## config.mk

```make
export PLATFORM = sky130hd
export DESIGN_NAME = ulpi_decoder_top
export DESIGN_NICKNAME = d
export VERILOG_FILES = /design/src/usb_pkg.sv /design/src/ulpi_decoder_top.sv /design/src/usb_packet_decoder.sv /design/src/usb_crc_check.sv /design/src/ulpi_rx_frontend.sv
export VERILOG_INCLUDE_DIRS = /design/src
export SDC_FILE = /design/constraint.sdc
export NUM_CORES = 1
export LEC_CHECK = 0
export BUFFER_PORTS_ARGS = -buffer_cell sky130_fd_sc_hd__buf_4
export CAP_MARGIN = 5
export CORE_MARGIN = 5
export CORE_UTILIZATION = 35
export CTS_CLUSTER_SIZE = 30
export DETAILED_ROUTE_END_ITERATION = 8
export GPL_TIMING_DRIVEN = 0
export PLACE_DENSITY_LB_ADDON = 0.05
export SYNTH_ARGS = -nofsm -noshare
export SYNTH_HDL_FRONTEND = slang
export SYNTH_SLANG_ARGS = --single-unit
```

## constraint.sdc

```tcl
create_clock -name clock -period 3.15 [get_ports clock]
set_clock_uncertainty 0.15 [all_clocks]
set_input_delay 0.1575 -clock clock [delete_from_list [all_inputs] [get_ports clock]]
set_output_delay 0.1575 -clock clock [all_outputs]
set_load 0.1 [all_outputs]
```

## src/ulpi_defines.svh

```systemverilog
`ifndef ULPI_DEFINES_SVH
`define ULPI_DEFINES_SVH

// Token PIDs
`define PID_OUT   4'b0001
`define PID_IN    4'b1001
`define PID_SOF   4'b0101
`define PID_SETUP 4'b1101
`define PID_PING  4'b0100

// Handshake PIDs
`define PID_ACK   4'b0010
`define PID_NAK   4'b1010
`define PID_STALL 4'b1110

// Data PIDs
`define PID_DATA0 4'b0011
`define PID_DATA1 4'b1011

// RX_CMD bits 5:4 while the PHY is receiving
`define RXCMD_ACTIVE 2'b01

`define CRC16_RESIDUE 16'h800D
`define CRC5_INIT     5'h1F
`define CRC16_INIT    16'hFFFF

`endif
```

## src/usb_pkg.sv

```systemverilog
`default_nettype none

package usb_pkg;

  // One byte on the ULPI data lines
  typedef logic [7:0] byte_t;

  // PID code, lower nibble of the first packet byte
  typedef logic [3:0] pid_t;

  typedef logic [6:0] usb_addr_t;
  typedef logic [3:0] usb_endp_t;

  // Frame number, also the width of the token field
  typedef logic [10:0] frame_t;

  typedef logic [4:0] crc5_t;
  typedef logic [15:0] crc16_t;

  // Packet decoder states
  typedef enum logic [2:0] {
    IDLE,
    // Waiting for the first token byte
    TOKEN_LO,
    // Waiting for the byte with field bits 10:8 and the CRC5
    TOKEN_HI,
    // Token complete, only the end may follow
    TOKEN_CRC,
    HANDSHAKE,
    DATA,
    // Bad PID or bad length, wait for the end quietly
    DISCARD
  } dec_state_t;

endpackage

`default_nettype wire

```

## src/ulpi_decoder_top.sv

```systemverilog
`default_nettype none

`include "ulpi_defines.svh"

module ulpi_decoder_top (
  input  wire                    clock,
  input  wire                    reset,
  input  wire                    ulpi_dir_i,
  input  wire                    ulpi_nxt_i,
  input  wire usb_pkg::byte_t    ulpi_data_i,
  output wire                    tok_valid_o,
  output wire usb_pkg::pid_t     tok_pid_o,
  output wire usb_pkg::usb_addr_t tok_addr_o,
  output wire usb_pkg::usb_endp_t tok_endp_o,
  output wire                    sof_valid_o,
  output wire usb_pkg::frame_t   sof_frame_o,
  output wire                    hsk_valid_o,
  output wire usb_pkg::pid_t     hsk_pid_o,
  output wire                    data_valid_o,
  output wire usb_pkg::byte_t    data_byte_o,
  output wire usb_pkg::pid_t     data_pid_o,
  output wire                    data_end_o,
  output wire                    crc_error_o,
  output wire                    decode_idle_o
);
  import usb_pkg::*;

  logic   byte_valid;
  byte_t  byte_data;
  logic   pkt_start;
  logic   pkt_end;
  logic   field_valid;
  frame_t field_data;
  logic   crc5_ok;
  logic   crc16_ok;

  ulpi_rx_frontend u_frontend (
    .clock        (clock),
    .reset        (reset),
    .ulpi_dir_i   (ulpi_dir_i),
    .ulpi_nxt_i   (ulpi_nxt_i),
    .ulpi_data_i  (ulpi_data_i),
    .byte_valid_o (byte_valid),
    .byte_data_o  (byte_data),
    .pkt_start_o  (pkt_start),
    .pkt_end_o    (pkt_end),
    .idle_o       (decode_idle_o)
  );

  usb_crc_check u_crc (
    .clock         (clock),
    .reset         (reset),
    .byte_valid_i  (byte_valid),
    .byte_data_i   (byte_data),
    .pkt_start_i   (pkt_start),
    .field_valid_i (field_valid),
    .field_data_i  (field_data),
    .crc5_ok_o     (crc5_ok),
    .crc16_ok_o    (crc16_ok)
  );

  usb_packet_decoder u_decoder (
    .clock         (clock),
    .reset         (reset),
    .byte_valid_i  (byte_valid),
    .byte_data_i   (byte_data),
    .pkt_start_i   (pkt_start),
    .pkt_end_i     (pkt_end),
    .crc5_ok_i     (crc5_ok),
    .crc16_ok_i    (crc16_ok),
    .field_valid_o (field_valid),
    .field_data_o  (field_data),
    .tok_valid_o   (tok_valid_o),
    .tok_pid_o     (tok_pid_o),
    .tok_addr_o    (tok_addr_o),
    .tok_endp_o    (tok_endp_o),
    .sof_valid_o   (sof_valid_o),
    .sof_frame_o   (sof_frame_o),
    .hsk_valid_o   (hsk_valid_o),
    .hsk_pid_o     (hsk_pid_o),
    .data_valid_o  (data_valid_o),
    .data_byte_o   (data_byte_o),
    .data_pid_o    (data_pid_o),
    .data_end_o    (data_end_o),
    .crc_error_o   (crc_error_o)
  );

endmodule

`default_nettype wire

```

## src/usb_packet_decoder.sv

```systemverilog
`default_nettype none

`include "ulpi_defines.svh"

module usb_packet_decoder (
  input  wire                 clock,
  input  wire                 reset,
  input  wire                 byte_valid_i,
  input  wire usb_pkg::byte_t byte_data_i,
  input  wire                 pkt_start_i,
  input  wire                 pkt_end_i,
  input  wire                 crc5_ok_i,
  input  wire                 crc16_ok_i,
  output logic                field_valid_o,
  output usb_pkg::frame_t     field_data_o,
  output logic                tok_valid_o,
  output usb_pkg::pid_t       tok_pid_o,
  output usb_pkg::usb_addr_t  tok_addr_o,
  output usb_pkg::usb_endp_t  tok_endp_o,
  output logic                sof_valid_o,
  output usb_pkg::frame_t     sof_frame_o,
  output logic                hsk_valid_o,
  output usb_pkg::pid_t       hsk_pid_o,
  output logic                data_valid_o,
  output usb_pkg::byte_t      data_byte_o,
  output usb_pkg::pid_t       data_pid_o,
  output logic                data_end_o,
  output logic                crc_error_o
);
  import usb_pkg::*;

  dec_state_t state_q;
  pid_t       pid_q;
  byte_t      tok_lo_q;
  frame_t     field_q;
  byte_t      hold0_q;
  byte_t      hold1_q;
  logic [1:0] fill_q;

  pid_t rx_pid;
  logic pid_ok;
  logic start_byte;
  logic next_byte;
  logic emit;

  function automatic dec_state_t pid_class(pid_t pid);
    case (pid)
      `PID_OUT, `PID_IN, `PID_SOF, `PID_SETUP, `PID_PING: return TOKEN_LO;
      `PID_ACK, `PID_NAK, `PID_STALL: return HANDSHAKE;
      `PID_DATA0, `PID_DATA1: return DATA;
      default: return DISCARD;
    endcase
  endfunction

  assign rx_pid     = byte_data_i[3:0];
  assign pid_ok     = rx_pid == ~byte_data_i[7:4];
  assign start_byte = byte_valid_i && pkt_start_i;
  assign next_byte  = byte_valid_i && !pkt_start_i;

  // Second token byte completes the field, CRC5 is judged in the same cycle
  assign field_valid_o = next_byte && state_q == TOKEN_HI;
  assign field_data_o  = {byte_data_i[2:0], tok_lo_q};

  // Payload leaves once two younger bytes are held behind it
  assign emit = next_byte && state_q == DATA && fill_q == 2'd2;

  always_ff @(posedge clock) begin
    if (reset) begin
      state_q <= IDLE;
    end else if (start_byte) begin
      state_q <= pid_ok ? pid_class(rx_pid) : DISCARD;
    end else if (pkt_end_i) begin
      state_q <= IDLE;
    end else if (next_byte) begin
      case (state_q)
        TOKEN_LO: state_q <= TOKEN_HI;
        TOKEN_HI: state_q <= TOKEN_CRC;
        // Too long for a token or handshake
        TOKEN_CRC, HANDSHAKE: state_q <= DISCARD;
        default: state_q <= state_q;
      endcase
    end
  end

  always_ff @(posedge clock) begin
    if (reset) begin
      fill_q <= 2'd0;
    end else if (start_byte) begin
      fill_q <= 2'd0;
    end else if (next_byte && state_q == DATA && fill_q != 2'd2) begin
      fill_q <= fill_q + 2'd1;
    end
  end

  always_ff @(posedge clock) begin
    if (start_byte) begin
      pid_q <= rx_pid;
    end
    if (start_byte && pid_ok && pid_class(rx_pid) == DATA) begin
      data_pid_o <= rx_pid;
    end
    if (next_byte && state_q == TOKEN_LO) begin
      tok_lo_q <= byte_data_i;
    end
    if (field_valid_o) begin
      field_q <= field_data_o;
    end
    if (next_byte) begin
      hold0_q <= byte_data_i;
      hold1_q <= hold0_q;
    end
    if (emit) begin
      data_byte_o <= hold1_q;
    end
    if (pkt_end_i && state_q == TOKEN_CRC) begin
      tok_pid_o   <= pid_q;
      tok_addr_o  <= field_q[6:0];
      tok_endp_o  <= field_q[10:7];
      sof_frame_o <= field_q;
    end
    if (pkt_end_i && state_q == HANDSHAKE) begin
      hsk_pid_o <= pid_q;
    end
  end

  // One verdict per packet, the cycle after pkt_end
  always_ff @(posedge clock) begin
    if (reset) begin
      data_valid_o <= 1'b0;
      tok_valid_o  <= 1'b0;
      sof_valid_o  <= 1'b0;
      hsk_valid_o  <= 1'b0;
      data_end_o   <= 1'b0;
      crc_error_o  <= 1'b0;
    end else begin
      data_valid_o <= emit;
      tok_valid_o  <= 1'b0;
      sof_valid_o  <= 1'b0;
      hsk_valid_o  <= 1'b0;
      data_end_o   <= 1'b0;
      crc_error_o  <= 1'b0;
      if (pkt_end_i) begin
        case (state_q)
          TOKEN_CRC: begin
            if (!crc5_ok_i) begin
              crc_error_o <= 1'b1;
            end else if (pid_q == `PID_SOF) begin
              sof_valid_o <= 1'b1;
            end else begin
              tok_valid_o <= 1'b1;
            end
          end
          // Token cut short
          TOKEN_LO, TOKEN_HI: crc_error_o <= 1'b1;
          HANDSHAKE: hsk_valid_o <= 1'b1;
          DATA: begin
            data_end_o  <= 1'b1;
            crc_error_o <= !crc16_ok_i;
          end
          default: begin
          end
        endcase
      end
    end
  end

endmodule

`default_nettype wire

```

## src/usb_crc_check.sv

```systemverilog
`default_nettype none

`include "ulpi_defines.svh"

module usb_crc_check (
  input  wire                  clock,
  input  wire                  reset,
  input  wire                  byte_valid_i,
  input  wire usb_pkg::byte_t  byte_data_i,
  input  wire                  pkt_start_i,
  input  wire                  field_valid_i,
  input  wire usb_pkg::frame_t field_data_i,
  output logic                 crc5_ok_o,
  output logic                 crc16_ok_o
);
  import usb_pkg::*;

  crc16_t crc16_q;
  crc5_t  crc5_q;
  byte_t  last_q;

  // Bits go in LSB first, polynomial x^16 + x^15 + x^2 + 1
  function automatic crc16_t crc16_next(crc16_t crc, byte_t data);
    crc16_t c;
    logic   fb;
    integer i;
    c = crc;
    for (i = 0; i < 8; i = i + 1) begin
      fb = c[15] ^ data[i];
      c  = {c[14:0], 1'b0};
      if (fb) begin
        c = c ^ 16'h8005;
      end
    end
    return c;
  endfunction

  // Polynomial x^5 + x^2 + 1 over the 11 field bits
  function automatic crc5_t crc5_token(frame_t field);
    crc5_t  c;
    logic   fb;
    integer i;
    c = `CRC5_INIT;
    for (i = 0; i < 11; i = i + 1) begin
      fb = c[4] ^ field[i];
      c  = {c[3:0], 1'b0};
      if (fb) begin
        c = c ^ 5'h05;
      end
    end
    // Sent inverted and high bit first, so it sits bit-reversed in the byte
    return ~{c[0], c[1], c[2], c[3], c[4]};
  endfunction

  // PID byte only restarts the register, it is not covered
  always_ff @(posedge clock) begin
    if (reset) begin
      crc16_q <= `CRC16_INIT;
    end else if (byte_valid_i) begin
      crc16_q <= pkt_start_i ? `CRC16_INIT : crc16_next(crc16_q, byte_data_i);
    end
  end

  always_ff @(posedge clock) begin
    if (byte_valid_i) begin
      last_q <= byte_data_i;
    end
    if (field_valid_i) begin
      crc5_q <= crc5_token(field_data_i);
    end
  end

  assign crc16_ok_o = crc16_q == `CRC16_RESIDUE;
  assign crc5_ok_o  = crc5_q == last_q[7:3];

endmodule

`default_nettype wire

```

## src/ulpi_rx_frontend.sv

```systemverilog
`default_nettype none

`include "ulpi_defines.svh"

module ulpi_rx_frontend (
  input  wire                 clock,
  input  wire                 reset,
  input  wire                 ulpi_dir_i,
  input  wire                 ulpi_nxt_i,
  input  wire usb_pkg::byte_t ulpi_data_i,
  output logic                byte_valid_o,
  output usb_pkg::byte_t      byte_data_o,
  output logic                pkt_start_o,
  output logic                pkt_end_o,
  output logic                idle_o
);
  import usb_pkg::*;

  logic  dir_q;
  logic  dir_prev_q;
  logic  nxt_q;
  byte_t data_q;
  logic  in_pkt_q;

  logic turnaround;
  logic pkt_byte;
  logic rx_cmd;
  logic end_cond;

  // Input stage for the PHY pins
  always_ff @(posedge clock) begin
    data_q <= ulpi_data_i;
    if (reset) begin
      dir_q      <= 1'b0;
      dir_prev_q <= 1'b0;
      nxt_q      <= 1'b0;
    end else begin
      dir_q      <= ulpi_dir_i;
      dir_prev_q <= dir_q;
      nxt_q      <= ulpi_nxt_i;
    end
  end

  // PHY takes the bus, nothing valid on data this cycle
  assign turnaround = dir_q && !dir_prev_q;

  assign pkt_byte = dir_q && nxt_q && !turnaround;
  assign rx_cmd   = dir_q && !nxt_q && !turnaround;

  // RxActive dropped, or the PHY released the bus mid-packet
  assign end_cond = in_pkt_q && ((rx_cmd && data_q[5:4] != `RXCMD_ACTIVE) || !dir_q);

  always_ff @(posedge clock) begin
    byte_data_o <= data_q;
    if (reset) begin
      byte_valid_o <= 1'b0;
      pkt_start_o  <= 1'b0;
      pkt_end_o    <= 1'b0;
      in_pkt_q     <= 1'b0;
    end else begin
      byte_valid_o <= pkt_byte;
      pkt_start_o  <= pkt_byte && !in_pkt_q;
      pkt_end_o    <= end_cond;
      if (end_cond) begin
        in_pkt_q <= 1'b0;
      end else if (pkt_byte) begin
        in_pkt_q <= 1'b1;
      end
    end
  end

  assign idle_o = !in_pkt_q;

endmodule

`default_nettype wire

```

==> flow_metrics.env <==
export IMPL_status="complete, no violations"
export IMPL_grt_antenna_before_repair=0
export IMPL_ff_latch_area_mm2=0.00346
export IMPL_nets=448
export IMPL_gp_congestion=0.780
export IMPL_postLayoutCellArea_mm2=0.00621
export IMPL_die_area_mm2=0.0162
export IMPL_synth_distinct_cells=38
export IMPL_postPlaceCellArea_mm2=0.00551
export IMPL_finalMaxSlewViolations=0
export IMPL_fmax_ghz=0.397
export IMPL_io_buffers=60
export IMPL_area_growth_pct=28.8
export IMPL_first_iter_violations=132
export IMPL_syn_inst=339
export IMPL_utilization=0.465
export IMPL_grt_pass1_wl_um=14700
export IMPL_synth_edf_count=80
export IMPL_critPathMaxFanout=19
export IMPL_antenna_cells=0
export IMPL_slew_headroom=0.530
export IMPL_p_leak_nw=2.27
export IMPL_layoutNonFillerInstCount=622
export IMPL_vias_per_cell=4.33
export IMPL_num_vias=2691
export IMPL_ir_drop_v=0.000415
export IMPL_tns_ns=0
export IMPL_start_kind="flop"
export IMPL_die_y_um=127
export IMPL_final_cell_mix="edfxtp_1 (80), buf_4 (74), dfxtp_1 (53)"
export IMPL_cts_setup_buffers=0
export IMPL_power_mw=3.85
export IMPL_wirelength_um=9090
export IMPL_holdWs_ns=0.175
export IMPL_drt_pre_antenna_iters=4
export IMPL_cts_tree="built"
export IMPL_cts_hold_buf=13
export IMPL_clkLatencyLatePin_ns=0.41
export IMPL_synth_top_flop_cell="edfxtp_1"
export IMPL_grt_total_usage=0.122
export IMPL_cp_data_required_time_ns=3.04
export IMPL_cts_sinks=133
export IMPL_cts_resized_gates=0
export IMPL_clockBufferDepth=2
export IMPL_wl_per_cell_um=14.6
export IMPL_cts_root_buffer="clkbuf_16"
export IMPL_ys_warn_count=0
export IMPL_fillerInstances=1255
export IMPL_final_hold_violation_count=0
export IMPL_die_w_um=127
export IMPL_cts_buffers_inserted=17
export IMPL_pwr_density_cell_mw_per_mm2=620
export IMPL_dp_hpwl_um=6200
export IMPL_crit_type="flop to flop"
export IMPL_h_tree_depth=4
export IMPL_final_common_cell="edfxtp_1"
export IMPL_netlist_area_mm2=0.00482
export IMPL_ios=61
export IMPL_grt_overflow=0
export IMPL_fin_crit_sh=0.799
export IMPL_drive_gt1_frac=0.253
export IMPL_grt_pass1_vias=2727
export IMPL_end_kind="flop"
export IMPL_synth_seq_cells=133
export IMPL_setup_viol=0
export IMPL_rsz0062_at_grt="false"
export IMPL_antenna_left=0
export IMPL_ys_async_sr_fraction=0
export IMPL_synth_yosys_seq_area_share=0.719
export IMPL_multi_input_area_mm2=0.00120
export IMPL_crit_arrival_ns=2.40
export IMPL_start_util=0.361
export IMPL_drc=0
export IMPL_timing_final_crit_period_ns=2.52
export IMPL_setup_ws_ns=0.632
export IMPL_core_rowCount=42
export IMPL_worstMarginPinSlew_ns=0.702
export IMPL_grt_start_max_net_pins=20
export IMPL_clkTransAtPathRegs_ns=0.06
export IMPL_dp_slack_ns=0.581
export IMPL_hold_class="flop to flop"
export IMPL_syn_num_nets=354
export IMPL_syn_area_per_cell_um2=14.2
export IMPL_coreArea_mm2=0.0133
export IMPL_cap_violations=0
export IMPL_dp_cells=577
==> cells in the mapped netlist, types with 2 or more instances <==
cell type | number | area, um^2
nor3_1 | 9 | 45.0
o21ai_1 | 6 | 30.0
nand3_1 | 2 | 10.0
inv_1 | 7 | 26.3
buf_4 | 13 | 97.6
and3_1 | 2 | 12.5
edfxtp_1 | 80 | 2400
o21a_1 | 2 | 15.0
clkbuf_1 | 7 | 26.3
or2_1 | 7 | 43.8
xnor2_1 | 29 | 254
xnor2_2 | 3 | 48.8
o21ai_0 | 2 | 10.0
nand2_1 | 7 | 26.3
o22ai_1 | 8 | 50.1
ha_1 | 3 | 37.5
a211oi_1 | 2 | 15.0
nor2_1 | 28 | 105
dfxtp_1 | 53 | 1060
nor4_1 | 4 | 25.0
nor2b_1 | 5 | 31.3
a21oi_1 | 12 | 60.1
xor2_1 | 19 | 166
nand4_1 | 2 | 12.5
nand2b_1 | 14 | 87.6
==> state kept, by name, indices dropped and copies added (netlist names), 8 cells and up, named ones only <==
name                    cells
u_frontend.byte_data_o      8
u_frontend.data_q           8
u_decoder.hold0_q           8
u_decoder.data_byte_o       8
u_decoder.hold1_q           8
u_decoder.sof_frame_o      10
u_decoder.field_q          11
u_crc.crc16_q              16
u_decoder.tok_lo_q          8
==> cells by family after synthesis <==
logic type                 after synthesis  share of synthesized area
adders and majority gates                3                    0.00779
buffers and inverters                   29                     0.0330
xor gates and xnor gates                52                      0.101
muxes                                    2                    0.00442
and+or+nand+nor                         86                     0.0940
AOI/OAI and AO/OA                       34                     0.0410
DFF                                    133                      0.719
==> layer usage <==
metal / up-vias / share of wire / GRT usage
li1: 1366 / - / -
met1: 1254 / 0.47 / 0.158
met2: 65 / 0.46 / 0.184
met3: 6 / 0.058 / 0.0459
met4: 0 / 0.011 / 0.0473
met5: - / 0 / 0
==> area by class of cell <==
class | count | area share
multi-input cells | 177 | 0.193
plain buffers | 21 | 0.0208
clock inverters | 14 | 0.0218
well taps | 176 | 0.0355
clock buffers | 18 | 0.0692
repair buffers | 75 | 0.0966
flip-flops and latches | 133 | 0.558
inverters | 8 | 0.00484
==> final timing paths <==
check | start | slack (ns) | to | cells past startpoint
max reg2reg | u_frontend.byte_valid_o | 0.63 | u_decoder.tok_lo_q[3] | 4
min reg2reg | u_frontend.data_q[7] | 0.18 | u_frontend.byte_data_o[7] | 0
min | u_frontend.data_q[7] | 0.18 | u_frontend.byte_data_o[7] | 0
max | u_frontend.byte_valid_o | 0.63 | u_decoder.tok_lo_q[3] | 4
==> worst max-delay path, cell delays in order, from the launching register on <==
cell	delay [ns]
dfxtp_1	0.65
nand2b_1	0.29
inv_2	0.40
nand2_1	0.09
nor2_1	0.55
==> power by group <==
part / switching, mW / internal, mW
logic: 0.0478 / 0.0589
clock network: 0.709 / 1.16
registers: 0.0249 / 1.85
(Power assumes the default switching activity.)
